`src/hw/display_cmd_pkg.sv`:
```
// Display command set
// Op-codes, operand layout and sprite setup
package display_cmd_pkg;

    // Op-codes from the SPI peripheral
    localparam logic [7:0] op_clear_buffer = 8'h10;
    localparam logic [7:0] op_assign_color = 8'h11;
    localparam logic [7:0] op_draw_sprite  = 8'h12;
    localparam logic [7:0] op_show_buffer  = 8'h14;

    // Operand field widths
    localparam int coord_bits       = 10;
    localparam int color_count_bits = 5;
    localparam int offset_bits      = 4;

    // Operand positions, counted from 1
    localparam logic [15:0] color_operand_count = 16'd4;  // Last byte of assign color
    localparam logic [15:0] setup_operand_count = 16'd8;  // Sprite data follows this one

    // Sprite header as assembled from operands 1 to 8
    typedef struct packed {
        logic [coord_bits-1:0]       x;
        logic [coord_bits-1:0]       y;
        logic [coord_bits-1:0]       width;
        logic [color_count_bits-1:0] total_colors;
        logic [offset_bits-1:0]      palette_offset;
    } sprite_setup_t;

endpackage

```
`src/hw/display_pixel_pkg.sv`:
```
// Pixel and color types
package display_pixel_pkg;

    // 10-bit color, luma on top
    typedef struct packed {
        logic [3:0] luma;
        logic [2:0] cb;
        logic [2:0] cr;
    } color_t;

    typedef logic [3:0] palette_index_t;

    typedef logic [9:0] coord_t;

    // Packing density of sprite data
    // Fewer colors means more pixels per byte
    function automatic logic [2:0] bits_per_pixel(input logic [4:0] total_colors);
        logic [2:0] bpp;
        if (total_colors <= 5'd2) begin
            bpp = 3'd1;
        end else if (total_colors <= 5'd4) begin
            bpp = 3'd2;
        end else begin
            bpp = 3'd4;
        end
        return bpp;
    endfunction

endpackage

```
`src/hw/display_if.sv`:
```
// Internal display buses

// Decoder to sprite engine
interface sprite_if;
    logic                          setup_valid;
    display_cmd_pkg::sprite_setup_t setup;
    logic                          data_valid;
    logic [7:0]                    data;

    modport decoder (output setup_valid, setup, data_valid, data);
    modport engine (input setup_valid, setup, data_valid, data);
endinterface

// Sprite engine to buffer manager, one pixel per pulse
interface pixel_write_if;
    logic                              write_enable;
    display_pixel_pkg::coord_t         x;
    display_pixel_pkg::coord_t         y;
    display_pixel_pkg::palette_index_t index;

    modport source (output write_enable, x, y, index);
    modport sink (input write_enable, x, y, index);
endinterface

```
`src/hw/sprite_engine.sv`:
```
// Sprite engine
// Unpacks sprite bytes into back-buffer pixel writes
module sprite_engine #(
    parameter int screen_width  = 64,
    parameter int screen_height = 32
) (
    input  logic          clock_in,
    input  logic          reset,
    sprite_if.engine      sprite,
    pixel_write_if.source pixels,
    output logic          drawing_busy
);

    display_cmd_pkg::sprite_setup_t setup_q;

    logic [7:0]  shift_q;        // Byte being unpacked, MSB pixel first
    logic        active_q;
    logic [7:0]  hold_q;         // Next byte, waiting
    logic        hold_valid_q;
    logic [2:0]  pixel_count_q;
    logic [10:0] cursor_x_q;     // Extra bit keeps overflow off screen
    logic [10:0] cursor_y_q;
    logic [9:0]  column_q;

    logic [2:0]                        bpp;
    logic [2:0]                        last_pixel;
    display_pixel_pkg::palette_index_t pixel_value;
    logic                              in_screen;
    logic                              byte_done;
    logic                              row_done;
    logic                              load_from_hold;
    logic                              load_direct;
    logic                              to_hold;

    always_comb begin
        bpp = display_pixel_pkg::bits_per_pixel(setup_q.total_colors);
        case (bpp)
            3'd1: begin
                pixel_value = {3'b000, shift_q[7]};
                last_pixel  = 3'd7;
            end
            3'd2: begin
                pixel_value = {2'b00, shift_q[7:6]};
                last_pixel  = 3'd3;
            end
            default: begin
                pixel_value = shift_q[7:4];
                last_pixel  = 3'd1;
            end
        endcase
    end

    assign in_screen = cursor_x_q < 11'(screen_width) && cursor_y_q < 11'(screen_height);
    assign byte_done = active_q && pixel_count_q == last_pixel;
    assign row_done  = column_q == setup_q.width - 10'd1;

    // Byte hand-over between input, holding register and shifter
    assign load_from_hold = byte_done && hold_valid_q;
    assign load_direct    = sprite.data_valid && (!active_q || (byte_done && !hold_valid_q));
    assign to_hold        = sprite.data_valid && !load_direct;

    always_ff @(posedge clock_in) begin
        if (reset) begin
            active_q      <= 1'b0;
            hold_valid_q  <= 1'b0;
            pixel_count_q <= 3'd0;
        end else begin
            active_q      <= load_direct || load_from_hold || (active_q && !byte_done);
            hold_valid_q  <= to_hold || (hold_valid_q && !load_from_hold);
            pixel_count_q <= (!active_q || byte_done) ? 3'd0 : pixel_count_q + 3'd1;
        end
    end

    always_ff @(posedge clock_in) begin
        if (to_hold) begin
            hold_q <= sprite.data;
        end

        if (load_from_hold) begin
            shift_q <= hold_q;
        end else if (load_direct) begin
            shift_q <= sprite.data;
        end else if (active_q) begin
            shift_q <= shift_q << bpp;
        end

        // Cursor walks the sprite row by row
        if (sprite.setup_valid) begin
            setup_q    <= sprite.setup;
            cursor_x_q <= {1'b0, sprite.setup.x};
            cursor_y_q <= {1'b0, sprite.setup.y};
            column_q   <= 10'd0;
        end else if (active_q) begin
            if (row_done) begin
                column_q   <= 10'd0;
                cursor_x_q <= {1'b0, setup_q.x};
                cursor_y_q <= cursor_y_q + 11'd1;
            end else begin
                column_q   <= column_q + 10'd1;
                cursor_x_q <= cursor_x_q + 11'd1;
            end
        end
    end

    // Zero is transparent, clipped pixels never leave
    assign pixels.write_enable = active_q && pixel_value != 4'd0 && in_screen;
    assign pixels.x            = cursor_x_q[9:0];
    assign pixels.y            = cursor_y_q[9:0];
    assign pixels.index        = pixel_value + setup_q.palette_offset;  // Wraps mod 16

    assign drawing_busy = active_q || hold_valid_q;

endmodule

```
`src/flat_wrapper.sv`:
```
// flat-port wrapper written by rule: the top's interface ports become plain ports
module sprite_engine_flat 
#(
    parameter int screen_width  = 64,
    parameter int screen_height = 32
)
  (clock_in, reset, drawing_busy, sprite_setup_valid, sprite_setup, sprite_data_valid, sprite_data, pixels_write_enable, pixels_x, pixels_y, pixels_index);
  sprite_if sprite_i ();
  pixel_write_if pixels_i ();
  input  logic clock_in;
  input  logic reset;
  output logic drawing_busy;
  input wire logic [$bits(sprite_i.setup_valid)-1:0] sprite_setup_valid;
  input wire logic [$bits(sprite_i.setup)-1:0] sprite_setup;
  input wire logic [$bits(sprite_i.data_valid)-1:0] sprite_data_valid;
  input wire logic [$bits(sprite_i.data)-1:0] sprite_data;
  output wire logic [$bits(pixels_i.write_enable)-1:0] pixels_write_enable;
  output wire logic [$bits(pixels_i.x)-1:0] pixels_x;
  output wire logic [$bits(pixels_i.y)-1:0] pixels_y;
  output wire logic [$bits(pixels_i.index)-1:0] pixels_index;
  assign sprite_i.setup_valid = sprite_setup_valid;
  assign sprite_i.setup = sprite_setup;
  assign sprite_i.data_valid = sprite_data_valid;
  assign sprite_i.data = sprite_data;
  assign pixels_write_enable = pixels_i.write_enable;
  assign pixels_x = pixels_i.x;
  assign pixels_y = pixels_i.y;
  assign pixels_index = pixels_i.index;
  sprite_engine #(.screen_width(screen_width), .screen_height(screen_height)) u_core (.clock_in(clock_in), .reset(reset), .sprite(sprite_i), .pixels(pixels_i), .drawing_busy(drawing_busy));
endmodule
```
`config.mk`:
```
export PLATFORM = sky130hd
export DESIGN_NAME = sprite_engine_flat
export DESIGN_NICKNAME = d
export VERILOG_FILES = /design/src/hw/display_cmd_pkg.sv /design/src/hw/display_pixel_pkg.sv /design/src/hw/display_if.sv /design/src/hw/sprite_engine.sv /design/src/flat_wrapper.sv
export SDC_FILE = /design/constraint.sdc
export NUM_CORES = 1
export LEC_CHECK = 0
export ABC_AREA = 1
export BUFFER_PORTS_ARGS = -buffer_cell sky130_fd_sc_hd__buf_2
export CAP_MARGIN = 0
export CORE_UTILIZATION = 40
export CTS_CLUSTER_DIAMETER = 40
export DETAILED_ROUTE_END_ITERATION = 10
export GPL_ROUTABILITY_DRIVEN = 0
export PLACE_DENSITY = 0.7
export SETUP_SLACK_MARGIN = 0.4
export SLEW_MARGIN = 40
export SYNTH_ARGS = -nofsm -noshare
export SYNTH_HDL_FRONTEND = slang
export SYNTH_SLANG_ARGS = --single-unit
```
`constraint.sdc`:
```
create_clock -name clock_in -period 2 [get_ports clock_in]
set_clock_uncertainty 0.15 [all_clocks]
set_input_delay 0.2 -clock clock_in [delete_from_list [all_inputs] [get_ports clock_in]]
set_output_delay 0.2 -clock clock_in [all_outputs]
set_load 0.1 [all_outputs]
```
==> summary.log <==
INFO  outcome        result_of_the_run=complete, but fails checks
INFO  outcome        violations_in_the_final_reports=setup timing
INFO  yosys          yosysWarnings=0
INFO  power_and_ir_drop p_sw_share=35.4%
INFO  timing         final.hold.worst_slack=0.0835ns
INFO  timing         timing.max_slew.rel_slack=66.8%
INFO  floorplanning  dieArea=11700squm
INFO  power_and_ir_drop power_switching=1.82mW
INFO  timing         setup_violations=66
INFO  placed_design  place_area=5290squm
INFO  final_layout   n_antenna_cell=0
INFO  clock_network  tritoncts_buffer_count=9
INFO  clock_network  count_of_h_tree_levels_built_during_cts=3
INFO  placed_design  detailedPlace.worstSlack=-0.608ns
INFO  clock_network  worst_setup_hold_path_clk_slew=0.09ns
INFO  clock_network  tritoncts_clock_tree=yes
INFO  power_and_ir_drop powerDensity=743nW/um^2
INFO  worst_hold_path hold-path-endpoint=u_core.active_q
INFO  timing         worst_pin_slew=0.501ns
INFO  yosys          sequential_share_of_the_synthesized_area=51.0%
INFO  setup_path     critical_path.startpoint_type=flop
INFO  placed_design  hpwlAfterDp=6.78mm
INFO  power_and_ir_drop p_clk_share=23.5%
INFO  clock_network  cts.path.max_buffers=2
INFO  setup_path     regToRegEndpoint=u_core.shift_q[7]
INFO  floorplanning  fp.coreArea=10900squm
INFO  global_route   number_of_antenna_violations_at_the_first_check_in_global_routing=0
INFO  final_layout   final.fill_count=813
INFO  detailed_routing drtPass1Iterations=5
INFO  final_layout   finish.cell_count_without_fillers=819
INFO  final_layout   final_standard_cell_area_without_fillers=6910squm
INFO  floorplanning  dieHeight=108um
INFO  yosys          synth_area=4500squm
INFO  detailed_routing wirelength=11.9mm
INFO  timing         max_fclk=353MHz
INFO  floorplanning  rows=38
INFO  placed_design  dp_cells=712
INFO  timing         finalHoldViolCount=0
INFO  clock_network  insertion_delay=0.37ns
INFO  yosys          syn-instance-count=495
INFO  timing         post-route-period-util=142%
INFO  floorplanning  start_util=41.3%
INFO  timing         maxSlewViolCount=0
INFO  placed_design  place.port_buffers=76
INFO  global_route   first_pass_grt_wire_length=18.2mm
INFO  detailed_routing drt_first_iter_violations=277
INFO  floorplanning  floorplan.die.width=108um
INFO  power_and_ir_drop power.internal=3.32mW
INFO  final_layout   area_growth_syn_to_layout=53.7%
INFO  worst_hold_path worst_hold_path_type=input port to flop
INFO  timing         min_period=2.84ns
INFO  detailed_routing route.vias.total=4075
INFO  setup_path     largest_fanout_on_the_critical_path=6
INFO  yosys          postSynthRegisterBits=82
INFO  global_route   grt_pass1_vias=3960
INFO  clock_network  number_of_clock_sinks=82
INFO  worst_hold_path number_of_cells_on_the_worst_hold_path=3
INFO  power_and_ir_drop pwr-share-seq=41.0%
INFO  global_route   grt_start_max_net_pins=56
INFO  setup_path     timing.critical_path.arrival=2.49ns
INFO  detailed_routing antenna_left=0
INFO  detailed_routing route.detailed.drc=0
INFO  final_layout   drive_above_1_share=41.5%
INFO  final_layout   final_layout_net_count=734
INFO  setup_path     cp-end-kind=primary output
INFO  clock_network  clock_root_buffer=clkbuf_8
INFO  power_and_ir_drop power=5.14mW
INFO  setup_path     r2r.worst_path.cells=13
INFO  timing         rsz0062_at_grt=true
INFO  setup_path     critical_path_class=flop to primary output
INFO  power_and_ir_drop static-leakage-power=2.91nW
INFO  setup_path     reg_to_reg_start=u_core.setup_q[7]
INFO  worst_hold_path hold_path_startpoint=sprite_data_valid
INFO  setup_path     r2r_setup_slack=-0.45ns
INFO  yosys          synth.net_count=555
INFO  power_and_ir_drop power_frac_comb=35.5%
INFO  global_route   grt_use_total=20.2%
INFO  yosys          syn-mean-instance-area=9.08squm
INFO  yosys          yosysUniqueCellTypes=42
INFO  power_and_ir_drop peakVddDrop=739uV
INFO  final_layout   layout.cells.most_common_list=106 x nand2_1, 65 x edfxtp_1, 60 x buf_4
INFO  detailed_routing route.detailed.wl_per_inst=14.6um
INFO  global_route   overflow=0
INFO  final_layout   mostFrequentLayoutCell=nand2_1
INFO  final_layout   utilization=63.5%
INFO  floorplanning  boundaryPins=77
INFO  detailed_routing detail_route.vias_per_cell=4.98
INFO  run            maxCapViolCount=0
INFO  setup_path     cp.required=1.65ns
INFO  timing         setup_ws=-0.835ns
INFO  timing         finalSetupTns=-23.16ns
## cell usage after synthesis, drive strengths merged
library cell	number	area share, %
dfxtp	17	7.6
or2	2	0.28
edfxtp	65	43
nand4	6	0.83
a31o	1	0.19
nor3	3	0.56
nand3	41	5.0
clkbuf	5	0.42
nor2	60	6.1
xnor2	11	2.1
clkinv	1	0.083
o211ai	10	2.2
o22ai	3	0.42
fa	1	0.45
ha	8	2.2
o221ai	2	0.39
nand2	138	12
nor4	3	0.42
and2	2	0.33
nand3b	7	1.2
or3	1	0.14
o21ai	13	1.4
a22o	1	0.19
buf	26	4.4
nor3b	3	0.61
xor2	12	2.3
a21oi	8	0.89
inv	45	3.8
## metal layers
layer | vias up | share of wire, % | global-route usage [%]
met1 | 1902 | 41 | 24.0
met5 | - | 0 | 0
met3 | 34 | 4.2 | 4.64
li1 | 1998 | - | -
met2 | 141 | 52 | 34.9
met4 | 0 | 2.9 | 8.41
## critical path, stage by stage (launching register included)
cell and delay, ns:
edfxtp_1 0.42, nor2_4 0.15, nand2_2 0.08, nand2_4 0.13, buf_4 0.13, nor2_2 0.05
ha_4 0.23, a21oi_2 0.13, nand2_2 0.08, xnor2_2 0.14, xor2_1 0.25, clkinvlp_4 0.15
buf_12 0.18
## power by group through the flow
stage / Sequential, mW / Clock, mW / Combinational (mW)
after floorplan: 2.11 / 0 / 1.10
after global placement: 2.12 / 0 / 1.41
after detailed placement: 2.13 / 0 / 1.44
after CTS: 2.10 / 1.22 / 1.74
after global routing: 2.12 / 1.28 / 1.93
final: 2.11 / 1.21 / 1.82
## logic make-up after synthesis
| logic type | count (synthesis) | synth area share [%] |
|---|---|---|
| DFF | 82 | 51.0 |
| adders and majority gates | 9 | 2.67 |
| buffers and inverters | 77 | 8.68 |
| xor gates and xnor gates | 23 | 4.48 |
| and+or+nand+nor | 266 | 27.4 |
| AOI/OAI and AO/OA | 38 | 5.76 |
## worst max-delay path by stage
stage	end	start	slack, ns
after floorplan	pixels_index[2]	u_core.setup_q[8]	-0.58
after global routing	pixels_index[3]	u_core.setup_q[7]	-0.99
after CTS	pixels_index[3]	u_core.setup_q[7]	-0.84
after global placement	pixels_index[3]	u_core.setup_q[8]	-0.53
final	pixels_index[3]	u_core.setup_q[7]	-0.84
after detailed placement	pixels_index[3]	u_core.setup_q[8]	-0.61
## layout make-up
class                           count  area (sq um)  area share (%)
Sequential cell                    82          2300            33.2
Clock inverter                      4          43.8           0.633
Timing Repair Buffer              197          1770            25.6
Inverter                           46           190            2.75
Tap cell                          140           175            2.53
Multi-Input combinational cell    338          2290            33.1
Clock buffer                       12           145            2.10
## flip-flops by register name, summed over array words and instances (netlist names)
| signal | count |
|---|---|
| u_core.setup_q | 29 |
| u_core.cursor_x_q | 11 |
| u_core.cursor_y_q | 11 |
| u_core.column_q | 10 |
| u_core.hold_q | 8 |
| u_core.shift_q | 8 |
| u_core.pixel_count_q | 3 |
| u_core.active_q | 1 |
| u_core.hold_valid_q | 1 |
## timing repair
action,in CTS,in global routing
hold buffers,48,0
endpoints found under the hold margin,61,0
setup endpoints to repair,81,77
buffers inserted,26,10
resized for setup,95,53
gates cloned,7,0
pin swaps,31,21
Power figures use the tool's default switching activity.
