$ cat config.mk
export PLATFORM = sky130hd
export DESIGN_NAME = command_decoder_flat
export DESIGN_NICKNAME = d
export VERILOG_FILES = /design/src/hw/display_cmd_pkg.sv /design/src/hw/display_pixel_pkg.sv /design/src/hw/display_if.sv /design/src/hw/command_decoder.sv /design/src/flat_wrapper.sv
export SDC_FILE = /design/constraint.sdc
export NUM_CORES = 1
export LEC_CHECK = 0
export BUFFER_PORTS_ARGS = -buffer_cell sky130_fd_sc_hd__buf_2
export CAP_MARGIN = 30
export CORE_ASPECT_RATIO = 1.4
export CORE_MARGIN = 2
export CORE_UTILIZATION = 46
export CTS_BUF_LIST = sky130_fd_sc_hd__clkbuf_4 sky130_fd_sc_hd__clkbuf_8 sky130_fd_sc_hd__clkbuf_16
export DETAILED_ROUTE_END_ITERATION = 7
export GPL_TIMING_DRIVEN = 1
export PLACE_DENSITY = 0.83
export SYNTH_ARGS = -nofsm -noshare
export SYNTH_HDL_FRONTEND = slang
export SYNTH_SLANG_ARGS = --single-unit
$ cat constraint.sdc
create_clock -name clock_in -period 2.85 [get_ports clock_in]
set_clock_uncertainty 0.2 [all_clocks]
set_input_delay 0.285 -clock clock_in [delete_from_list [all_inputs] [get_ports clock_in]]
set_output_delay 0.285 -clock clock_in [all_outputs]
set_load 0.1 [all_outputs]
$ cat src/hw/display_cmd_pkg.sv
// Display command set
// Op-codes, operand layout and sprite setup
package display_cmd_pkg;

    // Op-codes from the SPI peripheral
    localparam logic [7:0] op_clear_buffer = 8'h10;
    localparam logic [7:0] op_assign_color = 8'h11;
    localparam logic [7:0] op_draw_sprite  = 8'h12;
    localparam logic [7:0] op_show_buffer  = 8'h14;

    // Operand field widths
    localparam int coord_bits       = 10;
    localparam int color_count_bits = 5;
    localparam int offset_bits      = 4;

    // Operand positions, counted from 1
    localparam logic [15:0] color_operand_count = 16'd4;  // Last byte of assign color
    localparam logic [15:0] setup_operand_count = 16'd8;  // Sprite data follows this one

    // Sprite header as assembled from operands 1 to 8
    typedef struct packed {
        logic [coord_bits-1:0]       x;
        logic [coord_bits-1:0]       y;
        logic [coord_bits-1:0]       width;
        logic [color_count_bits-1:0] total_colors;
        logic [offset_bits-1:0]      palette_offset;
    } sprite_setup_t;

endpackage

$ cat src/hw/display_pixel_pkg.sv
// Pixel and color types
package display_pixel_pkg;

    // 10-bit color, luma on top
    typedef struct packed {
        logic [3:0] luma;
        logic [2:0] cb;
        logic [2:0] cr;
    } color_t;

    typedef logic [3:0] palette_index_t;

    typedef logic [9:0] coord_t;

    // Packing density of sprite data
    // Fewer colors means more pixels per byte
    function automatic logic [2:0] bits_per_pixel(input logic [4:0] total_colors);
        logic [2:0] bpp;
        if (total_colors <= 5'd2) begin
            bpp = 3'd1;
        end else if (total_colors <= 5'd4) begin
            bpp = 3'd2;
        end else begin
            bpp = 3'd4;
        end
        return bpp;
    endfunction

endpackage

$ cat src/hw/display_if.sv
// Internal display buses

// Decoder to sprite engine
interface sprite_if;
    logic                          setup_valid;
    display_cmd_pkg::sprite_setup_t setup;
    logic                          data_valid;
    logic [7:0]                    data;

    modport decoder (output setup_valid, setup, data_valid, data);
    modport engine (input setup_valid, setup, data_valid, data);
endinterface


$ cat src/hw/command_decoder.sv
// Command decoder
module command_decoder (
    input  logic                              clock_in,
    input  logic                              reset,
    input  logic [7:0]                        op_code,
    input  logic                              op_code_valid,
    input  logic [7:0]                        operand,
    input  logic                              operand_valid,
    input  logic [15:0]                       operand_count,
    output logic                              palette_write,
    output display_pixel_pkg::palette_index_t palette_index,
    output display_pixel_pkg::color_t         palette_color,
    output logic                              clear_pulse,
    output logic                              show_pulse,
    sprite_if.decoder                         sprite
);

    logic op_code_valid_q;  // For edge detection
    logic command_start;
    logic color_operand;
    logic sprite_operand;

    display_cmd_pkg::sprite_setup_t setup_q;
    logic                           setup_valid_q;
    logic                           data_valid_q;
    logic [7:0]                     data_q;

    assign command_start = op_code_valid && !op_code_valid_q;

    assign color_operand = op_code_valid && operand_valid
                           && op_code == display_cmd_pkg::op_assign_color;
    assign sprite_operand = op_code_valid && operand_valid
                            && op_code == display_cmd_pkg::op_draw_sprite;

    // Pulses, one cycle after their cause
    always_ff @(posedge clock_in) begin
        if (reset) begin
            op_code_valid_q <= 1'b0;
            clear_pulse     <= 1'b0;
            show_pulse      <= 1'b0;
            palette_write   <= 1'b0;
            setup_valid_q   <= 1'b0;
            data_valid_q    <= 1'b0;
        end else begin
            op_code_valid_q <= op_code_valid;
            clear_pulse     <= command_start && op_code == display_cmd_pkg::op_clear_buffer;
            show_pulse      <= command_start && op_code == display_cmd_pkg::op_show_buffer;
            palette_write   <= color_operand
                               && operand_count == display_cmd_pkg::color_operand_count;
            setup_valid_q   <= sprite_operand
                               && operand_count == display_cmd_pkg::setup_operand_count;
            data_valid_q    <= sprite_operand
                               && operand_count > display_cmd_pkg::setup_operand_count;
        end
    end

    // Fields collect as operands arrive
    always_ff @(posedge clock_in) begin
        if (color_operand) begin
            case (operand_count)
                16'd1: palette_index <= operand[3:0];
                16'd2: palette_color.luma <= operand[7:4];
                16'd3: palette_color.cb <= operand[7:5];
                16'd4: palette_color.cr <= operand[7:5];
                default: ;  // Extra bytes ignored
            endcase
        end

        if (sprite_operand) begin
            case (operand_count)
                16'd1: setup_q.x[9:8] <= operand[1:0];
                16'd2: setup_q.x[7:0] <= operand;
                16'd3: setup_q.y[9:8] <= operand[1:0];
                16'd4: setup_q.y[7:0] <= operand;
                16'd5: setup_q.width[9:8] <= operand[1:0];
                16'd6: setup_q.width[7:0] <= operand;
                16'd7: setup_q.total_colors <= operand[4:0];
                16'd8: setup_q.palette_offset <= operand[3:0];
                default: data_q <= operand;  // Sprite pixel data
            endcase
        end
    end

    assign sprite.setup_valid = setup_valid_q;
    assign sprite.setup       = setup_q;
    assign sprite.data_valid  = data_valid_q;
    assign sprite.data        = data_q;

endmodule

$ cat src/flat_wrapper.sv
// flat-port wrapper written by rule: the top's interface ports become plain ports
module command_decoder_flat 
  (clock_in, reset, op_code, op_code_valid, operand, operand_valid, operand_count, palette_write, palette_index, palette_color, clear_pulse, show_pulse, sprite_setup_valid, sprite_setup, sprite_data_valid, sprite_data);
  sprite_if sprite_i ();
  input  logic clock_in;
  input  logic reset;
  input  logic [7:0] op_code;
  input  logic op_code_valid;
  input  logic [7:0] operand;
  input  logic operand_valid;
  input  logic [15:0] operand_count;
  output logic palette_write;
  output display_pixel_pkg::palette_index_t palette_index;
  output display_pixel_pkg::color_t palette_color;
  output logic clear_pulse;
  output logic show_pulse;
  output wire logic [$bits(sprite_i.setup_valid)-1:0] sprite_setup_valid;
  output wire logic [$bits(sprite_i.setup)-1:0] sprite_setup;
  output wire logic [$bits(sprite_i.data_valid)-1:0] sprite_data_valid;
  output wire logic [$bits(sprite_i.data)-1:0] sprite_data;
  assign sprite_setup_valid = sprite_i.setup_valid;
  assign sprite_setup = sprite_i.setup;
  assign sprite_data_valid = sprite_i.data_valid;
  assign sprite_data = sprite_i.data;
  command_decoder u_core (.clock_in(clock_in), .reset(reset), .op_code(op_code), .op_code_valid(op_code_valid), .operand(operand), .operand_valid(operand_valid), .operand_count(operand_count), .palette_write(palette_write), .palette_index(palette_index), .palette_color(palette_color), .clear_pulse(clear_pulse), .show_pulse(show_pulse), .sprite(sprite_i));
endmodule
==> impl_metrics.ini, run 1 <==
[run_status]
status = finished clean

[clock_tree]
cts_buffers = 9
clk-insertion-delay-late_ns = 0.33
clock-sinks = 67
htree_levels = 3
cts-root-buf = clkbuf_8
clock_path_buffers = 2
tritoncts = yes
path_clk_slew_ns = 0.07
cts_resized = 0

[timing]
maxSlewViolCount = 0
fmaxAchievable_mhz = 399.6
finalSetupViolCount = 0
fin_crit_ns = 2.503
finalHoldViolCount = 0
rsz0062_at_grt = false
worst_pin_slew_ns = 0.6785
tns_ns = 0
fin_crit_sh_pct = 87.81
relSlewSlack_pct = 54.42

[synthesis]
ys_top_cells_by_count = edfxtp_1, nor3_1, dfxtp_1
synth_top_cell_area_share_pct = 77.26
synth.distinct_cells = 26
syn_area_sq_um = 2371
syn_avg_cell_area_sq_um = 20.98
synth_nets = 149
yosysMostFrequentCell = edfxtp_1
synthFlopType = edfxtp_1
synthCells = 113
synth_area_leaders = edfxtp_1, dfxtp_1, nor4_4, nor3_1, nor4_2
yosys.area.top_type = edfxtp_1
ys_seq_elements = 67
seq_area_frac_synth_pct = 82.32
async_reset_ff_share_pct = 0
ys_warn_count = 0
synth_edf_count = 61

[grt]
grt_usage_pct = 17.64
grt_max_degree = 13
grt_pass1_vias = 1483
grt_pass1_wl_um = 7107
grt_overflow_total = 0
grt_antenna_before_repair = 0

[placement]
place_congestion = 0.8152
dpl.hpwl_um = 3524
io_buffer_count = 101

[cells_and_area]
insertedDiodeCount = 0
fillers = 354
drive_above_1_share_pct = 56.49
nets = 270
regArea_sq_um = 1952
areaGrowthSynthToFinish_pct = 35.99
multi_input_area_sq_um = 404.1
utilization_pct = 65.57

[detailed_routing]
drt_iter0_drc = 90
num_vias = 1513
ant_nets = 0
vias_per_cell = 4.993
avgRoutedWirePerCell_um = 15.56
wl_um = 4715
dr.pass1.iters = 5
drc = 0

[power]
power_mw = 1.881
p_leak_nw = 1.238
power.density_nw_per_um2 = 583.4
ir_drop_v = 0.0003050

[floorplan]
die_w_um = 64.68
start_util_pct = 48.22
core-area_sq_um = 4917
num_rows = 30
die_h_um = 88.95
die_area_sq_um = 5753
ioPinCount = 102

[worst_setup_path]
reg2reg_depth = 3
path_class = in -> reg
start_kind = input port
cp-end-kind = register
cp_max_fo = 5
arrival_ns = 2.26
worstPathRequired_ns = 2.60

[hold_path]
whs_path_depth = 1
holdCritPathClass = in -> reg

[job]
maxCapViolations = 0
state kept, by name, summed over array words and instances, names as in the netlist:
register	count
u_core.palette_index	4
u_core.palette_write	1
u_core.show_pulse	1
u_core.sprite.data	8
u_core.sprite.setup	39
u_core.sprite.data_valid	1
u_core.palette_color	10
u_core.sprite.setup_valid	1
u_core.op_code_valid_q	1
u_core.clear_pulse	1
cell type report:
class	instances	share of cell area, %
Clock buffer	9	3.842
Clock inverter	7	2.095
Inverter	1	0.1164
Multi-Input combinational cell	44	12.53
Sequential cell	67	60.54
Tap cell	64	2.484
Timing Repair Buffer	111	18.39
timing repair:
action / 4_1_cts / 5_1_grt
buffers inserted: 0 / 0
endpoints found under the hold margin: 11 / 0
hold buffers: 5 / 0
worst paths after layout:
path / slack (ns) / end / from
worst max-delay path: 0.35 / u_core.palette_index[1]$_DFFE_PP_ / op_code[2]
worst min-delay path: 0.03 / u_core.sprite.setup[34]$_DFFE_PP_ / operand[5]
worst max register to register: 1.27 / u_core.clear_pulse$_SDFF_PP0_ / u_core.op_code_valid_q$_SDFF_PP0_
worst min register to register: 0.34 / u_core.show_pulse$_SDFF_PP0_ / u_core.op_code_valid_q$_SDFF_PP0_
layout by cell type (no fill, tap or decap), types with 2 or more instances in the layout:
cell,Yosys,layout
clkbuf_8,0,9
buf_4,0,5
nor4_2,4,4
clkinv_1,0,2
nand2b_1,2,2
dlygate4sd3_1,0,5
edfxtp_1,61,61
buf_2,0,101
nor4_4,3,3
dfxtp_1,6,6
nor4bb_1,2,2
nor3_1,10,10
nand4_2,2,2
nor3_2,2,2
nand3b_1,3,3
nand3_1,2,2
nor2b_1,2,2
power breakdown:
part	switching, mW	internal [mW]
combinational	0.0404	0.0310
clock	0.339	0.400
sequential	0.000271	1.07
total	0.379	1.50
through the flow:
step	hold slack, ns	cell area (sq um)	setup slack (ns)	cells
after floorplan	0.1496	2371	0.7576	113
after global placement	0.3041	2983	0.6482	282
after detailed placement	0.3111	2983	0.5149	282
after CTS	0.02135	3224	0.3382	303
after global routing	0.02535	3224	0.2289	303
final	0.03087	3224	0.3473	303
worst max-delay path, stage by stage:
cell	delay, ns
dlygate4sd3_1	0.53
buf_2	0.14
nor4bb_1	0.43
nand4_2	0.25
nor3_1	0.63
kinds of logic after synthesis:
kind of cell	count (synthesis)	synth area share (%)
AND/OR/NAND/NOR	41	15.94
buffers and inverters	2	0.6331
flip-flops	67	82.32
AO/OA/AOI/OAI	2	0.7385
XOR/XNOR	1	0.3695
per-layer routing:
metal  global-route usage (%)  vias up  routed length, um
li1                         -      702                  -
met1                    18.53      712               1703
met2                    31.91       88               2543
met3                    4.912       11                324
met4                    9.865        0                143
met5                        0        -                  0
No activity file was read; power rests on OpenSTA's default activity.
==> inputs of run 2 (changes only) <==
==> constraint.sdc (replaced) <==
create_clock -name clock_in -period 2.85 [get_ports clock_in]
set_clock_uncertainty 0.2 [all_clocks]
set_input_delay 0.7125 -clock clock_in [delete_from_list [all_inputs] [get_ports clock_in]]
set_output_delay 0.7125 -clock clock_in [all_outputs]
set_load 0.1 [all_outputs]
==> impl_metrics.ini, run 2 (synthesis gave the netlist of run 1 again) <==
[timing]
tns_ns = 0
fin_crit_sh_pct = 76.90
maxSlewViolCount = 0
hold_slack_ns = 0.3345
rsz0062_at_grt = false
finalSetupViolCount = 0
relSlewSlack_pct = 65.73
fmaxAchievable_mhz = 456.3
worst_pin_slew_ns = 0.5176
fin_crit_ns = 2.192
finalHoldViolCount = 0

[floorplan]
core-area_sq_um = 4917
die_h_um = 88.95
die_w_um = 64.68
die_area_sq_um = 5753
num_rows = 30
start_util_pct = 48.22
ioPinCount = 102

[grt]
grt_max_degree = 12
grt_pass1_vias = 1526
grt_antenna_before_repair = 0
grt_pass1_wl_um = 7672
grt_usage_pct = 19.23
grt_overflow_total = 0

[cells_and_area]
nets = 267
insertedDiodeCount = 0
drive_above_1_share_pct = 57.63
fin_area_sq_um = 3209
final_cell_mix = buf_2, edfxtp_1, nor3_1
largest_reg_flops = 39
areaGrowthSynthToFinish_pct = 35.36
instances_no_fill = 300
utilization_pct = 65.27
layout_commonest_cell = buf_2

[power]
p_int_mw = 1.593
power.density_nw_per_um2 = 613.1
p_leak_nw = 1.237
pwr-share-seq_pct = 54.4
power_switching_uw = 374.8
p_sw_share_pct = 19.05
p_clk_share_pct = 42.2
combPwrFrac_pct = 3.4
ir_drop_v = 0.0003071

[worst_setup_path]
worstPathRequired_ns = 2.70
path_class = in -> reg
start_kind = input port
cp_max_fo = 11
arrival_ns = 2.04
r2r_setup_slack_ns = 1.76
cp-end-kind = register

[placement]
dpl.hpwl_um = 3478
io_buffer_count = 101
place_congestion = 0.8397
place_inst = 284
placed_cell_area_sq_um = 2998

[detailed_routing]
ant_nets = 0
vias_per_cell = 4.957
avgRoutedWirePerCell_um = 16.42
dr.pass1.iters = 4
drc = 0
drt_iter0_drc = 67
num_vias = 1487
wl_um = 4926

[clock_tree]
cts_hold_buf = 0
cts-root-buf = clkbuf_8
cts_resized = 0
clock_path_buffers = 2
tritoncts = yes
postCtsSetupBuffers = 0
path_clk_slew_ns = 0.07
clock-sinks = 67
clk-insertion-delay-late_ns = 0.34
htree_levels = 3
cts_buffers = 9

[job]
maxCapViolations = 0

[run_status]
status = finished clean

[hold_path]
holdCritPathClass = reg -> reg
## run 2: worst paths after layout
kind,to,startpoint,cells past startpoint
max,u_core.sprite.setup[7]$_DFFE_PP_,op_code[5],5
min,u_core.show_pulse$_SDFF_PP0_,u_core.op_code_valid_q$_SDFF_PP0_,2
max reg2reg,u_core.clear_pulse$_SDFF_PP0_,u_core.op_code_valid_q$_SDFF_PP0_,2
min reg2reg,u_core.show_pulse$_SDFF_PP0_,u_core.op_code_valid_q$_SDFF_PP0_,2
## run 2: layout make-up
type	count	area [sq um]
clock buffer	10	131.4
sequential	67	1952
inverter	1	3.754
timing repair buffer	108	558.0
clock inverter	6	80.08
multi-input combinational	44	404.1
tap	64	80.08
fill	357	1708
## run 2: worst max-delay path, cell delays in order
cell,delay (ns)
buf_2,0.11
nor4b_4,0.32
nand4_2,0.37
nor4_2,0.33
buf_4,0.19
## run 2: per-layer routing
metal  routed length, um  part of all wire, %  global-route usage (%)
met4                 177                  3.6                   14.51
met2                2592                   53                   33.52
met1                1832                   37                   20.43
met5                   0                    0                       0
met3                 324                  6.6                   4.282
## run 2: stage by stage
stage / total power, mW / setup WS, ns
floorplan: 1.111 / 0.3301
global placement: 1.158 / 0.3556
detailed placement: 1.160 / 0.2956
CTS: 1.983 / 0.6542
global route: 2.027 / 0.5425
finish: 1.968 / 0.6584
## run 2: power by group through the flow
stage               combinational [mW]  sequential [mW]  clock (mW)
floorplan                       0.0170             1.09           0
global placement                0.0654             1.09           0
detailed placement              0.0677             1.09           0
CTS                             0.0679             1.07       0.845
global route                    0.0743             1.07       0.883
finish                          0.0671             1.07       0.830
==> inputs of run 3 (changes only) <==
--- a/config.mk
+++ b/config.mk
@@ -9,11 +9,11 @@
 export CAP_MARGIN = 30
 export CORE_ASPECT_RATIO = 1.4
 export CORE_MARGIN = 2
-export CORE_UTILIZATION = 46
+export CORE_UTILIZATION = 42
 export CTS_BUF_LIST = sky130_fd_sc_hd__clkbuf_4 sky130_fd_sc_hd__clkbuf_8 sky130_fd_sc_hd__clkbuf_16
 export DETAILED_ROUTE_END_ITERATION = 7
 export GPL_TIMING_DRIVEN = 1
-export PLACE_DENSITY = 0.83
+export PLACE_DENSITY = 0.8
 export SYNTH_ARGS = -nofsm -noshare
 export SYNTH_HDL_FRONTEND = slang
 export SYNTH_SLANG_ARGS = --single-unit
==> constraint.sdc (replaced) <==
create_clock -name clock_in -period 1.9 [get_ports clock_in]
set_clock_uncertainty 0.2 [all_clocks]
set_input_delay 0.475 -clock clock_in [delete_from_list [all_inputs] [get_ports clock_in]]
set_output_delay 0.475 -clock clock_in [all_outputs]
set_load 0.1 [all_outputs]
==> impl_metrics.ini, run 3 (synthesis gave the netlist of run 1 again) <==
[run_status]
status = finished clean

[timing]
rsz0062_at_grt = false
maxSlewViolCount = 0
worst_pin_slew_ns = 0.5056
fin_crit_ns = 1.814
fin_crit_sh_pct = 95.46
fmaxAchievable_mhz = 551.4
finalSetupViolCount = 0
relSlewSlack_pct = 66.53
hold_slack_ns = 0.1671
finalHoldViolCount = 0

[power]
power_switching_uw = 564.3
pwr-share-seq_pct = 56.6
ir_drop_v = 0.0004910
p_clk_share_pct = 38.9
p_sw_share_pct = 19.89
p_leak_nw = 1.407
power.density_nw_per_um2 = 811.8
combPwrFrac_pct = 4.5
p_int_mw = 2.273

[worst_setup_path]
critPathLaunch = operand_count[4]
reg2reg_depth = 2
endpoint = u_core.sprite.setup[4]$_DFFE_PP_
path_class = in -> reg
arrival_ns = 1.66
worstPathRequired_ns = 1.75
r2r_setup_slack_ns = 0.82
cp_max_fo = 5
cp-end-kind = register
r2r-start = u_core.op_code_valid_q$_SDFF_PP0_
r2r-end = u_core.clear_pulse$_SDFF_PP0_
start_kind = input port

[detailed_routing]
ant_nets = 0
drt_iter0_drc = 130
dr.pass1.iters = 4
wl_um = 5139
vias_per_cell = 4.725
drc = 0
avgRoutedWirePerCell_um = 15.34
num_vias = 1583

[floorplan]
start_util_pct = 43.23
die_area_sq_um = 6271
ioPinCount = 102
num_rows = 32
die_h_um = 92.90
die_w_um = 67.50
core-area_sq_um = 5485

[clock_tree]
cts_buffers = 9
clock-sinks = 67
clk-insertion-delay-late_ns = 0.34
cts-root-buf = clkbuf_8
cts_hold_buf = 0
clock_path_buffers = 2
tritoncts = yes
htree_levels = 3
path_clk_slew_ns = 0.07

[hold_path]
holdCritPathClass = in -> reg

[grt]
grt_antenna_before_repair = 0
grt_pass1_vias = 1535
grt_max_degree = 12
grt_pass1_wl_um = 7383
grt_overflow_total = 0
grt_usage_pct = 17.02

[placement]
place_congestion = 0.7724
dpl.hpwl_um = 3953
io_buffer_count = 101
placed_cell_area_sq_um = 3249

[cells_and_area]
drive_above_1_share_pct = 66.29
nets = 299
utilization_pct = 63.71
areaGrowthSynthToFinish_pct = 47.39
layout_commonest_cell = buf_2
insertedDiodeCount = 0
final_cell_mix = buf_2, edfxtp_1, buf_4
largest_reg_flops = 39
fin_area_sq_um = 3495
fillers = 417

[job]
maxCapViolations = 0
-- run 3: cell types whose count changed in the layout (fill, tap and decap cells not counted), sizes merged --
| cell | delta |
|---|---|
| clkinvlp | +1 |
| buf | +31 |
| nand3 | +1 |
| clkinv | -1 |
| bufinv | -1 |
-- run 3: layout make-up --
cell class                 count  area [sq um]  area share [%]
clock buffer                  10         131.4           3.759
clock inverter                 5         55.05           1.575
inverter                       1         3.754          0.1074
multi-input combinational     45         476.7           13.64
sequential                    67          1952           55.85
tap                           68         85.08           2.435
timing repair buffer         139         790.8           22.63
-- run 3: stage by stage --
step | total power [mW] | setup TNS, ns | setup WS [ns] | cells
after global routing | 2.942 | 0 | 0.01845 | 335
after CTS | 2.855 | 0 | 0.01322 | 330
after detailed placement | 1.761 | -17.52 | -0.3347 | 315
after floorplan | 1.668 | -5.846 | -0.1875 | 113
after global placement | 1.758 | -14.97 | -0.3280 | 315
final | 2.837 | 0 | 0.08632 | 335
-- run 3: worst min path at each step --
stage | from | end | slack (ns) | cells past startpoint
floorplan | u_core.op_code_valid_q$_SDFF_PP0_ | u_core.show_pulse$_SDFF_PP0_ | 0.28 | 2
global placement | u_core.op_code_valid_q$_SDFF_PP0_ | u_core.show_pulse$_SDFF_PP0_ | 0.33 | 2
detailed placement | u_core.op_code_valid_q$_SDFF_PP0_ | u_core.show_pulse$_SDFF_PP0_ | 0.34 | 2
CTS | reset | u_core.sprite.data_valid$_SDFF_PP0_ | 0.16 | 2
global route | reset | u_core.sprite.data_valid$_SDFF_PP0_ | 0.17 | 2
finish | reset | u_core.sprite.data_valid$_SDFF_PP0_ | 0.17 | 2
-- run 3: layer usage --
layer	global-route usage, %	share of wire (%)
met3	5.711	7.1
met4	7.143	1.7
met1	17.95	37
met5	0	0
met2	29.90	54
-- run 3: power groups by stage --
| stage | Combinational [mW] | Clock (mW) | Sequential, mW |
|---|---|---|---|
| 3_3_place_gp | 0.119 | 0 | 1.64 |
| 4_1_cts | 0.122 | 1.13 | 1.61 |
| 6_report | 0.128 | 1.10 | 1.61 |
| 2_1_floorplan | 0.0275 | 0 | 1.64 |
| 3_5_place_dp | 0.122 | 0 | 1.64 |
| 5_1_grt | 0.139 | 1.20 | 1.61 |
-- run 3: what timing repair did --
item / CTS / global route
setup buffers: 0 / 4
resized for setup: 0 / 3
setup endpoints to repair: 0 / 55
-- run 3: worst max-delay path: stages --
cell and delay [ns]:
buf_2 0.12, nor4_4 0.25, buf_4 0.20, nand3_4 0.14
nor4_2 0.28, buf_4 0.20
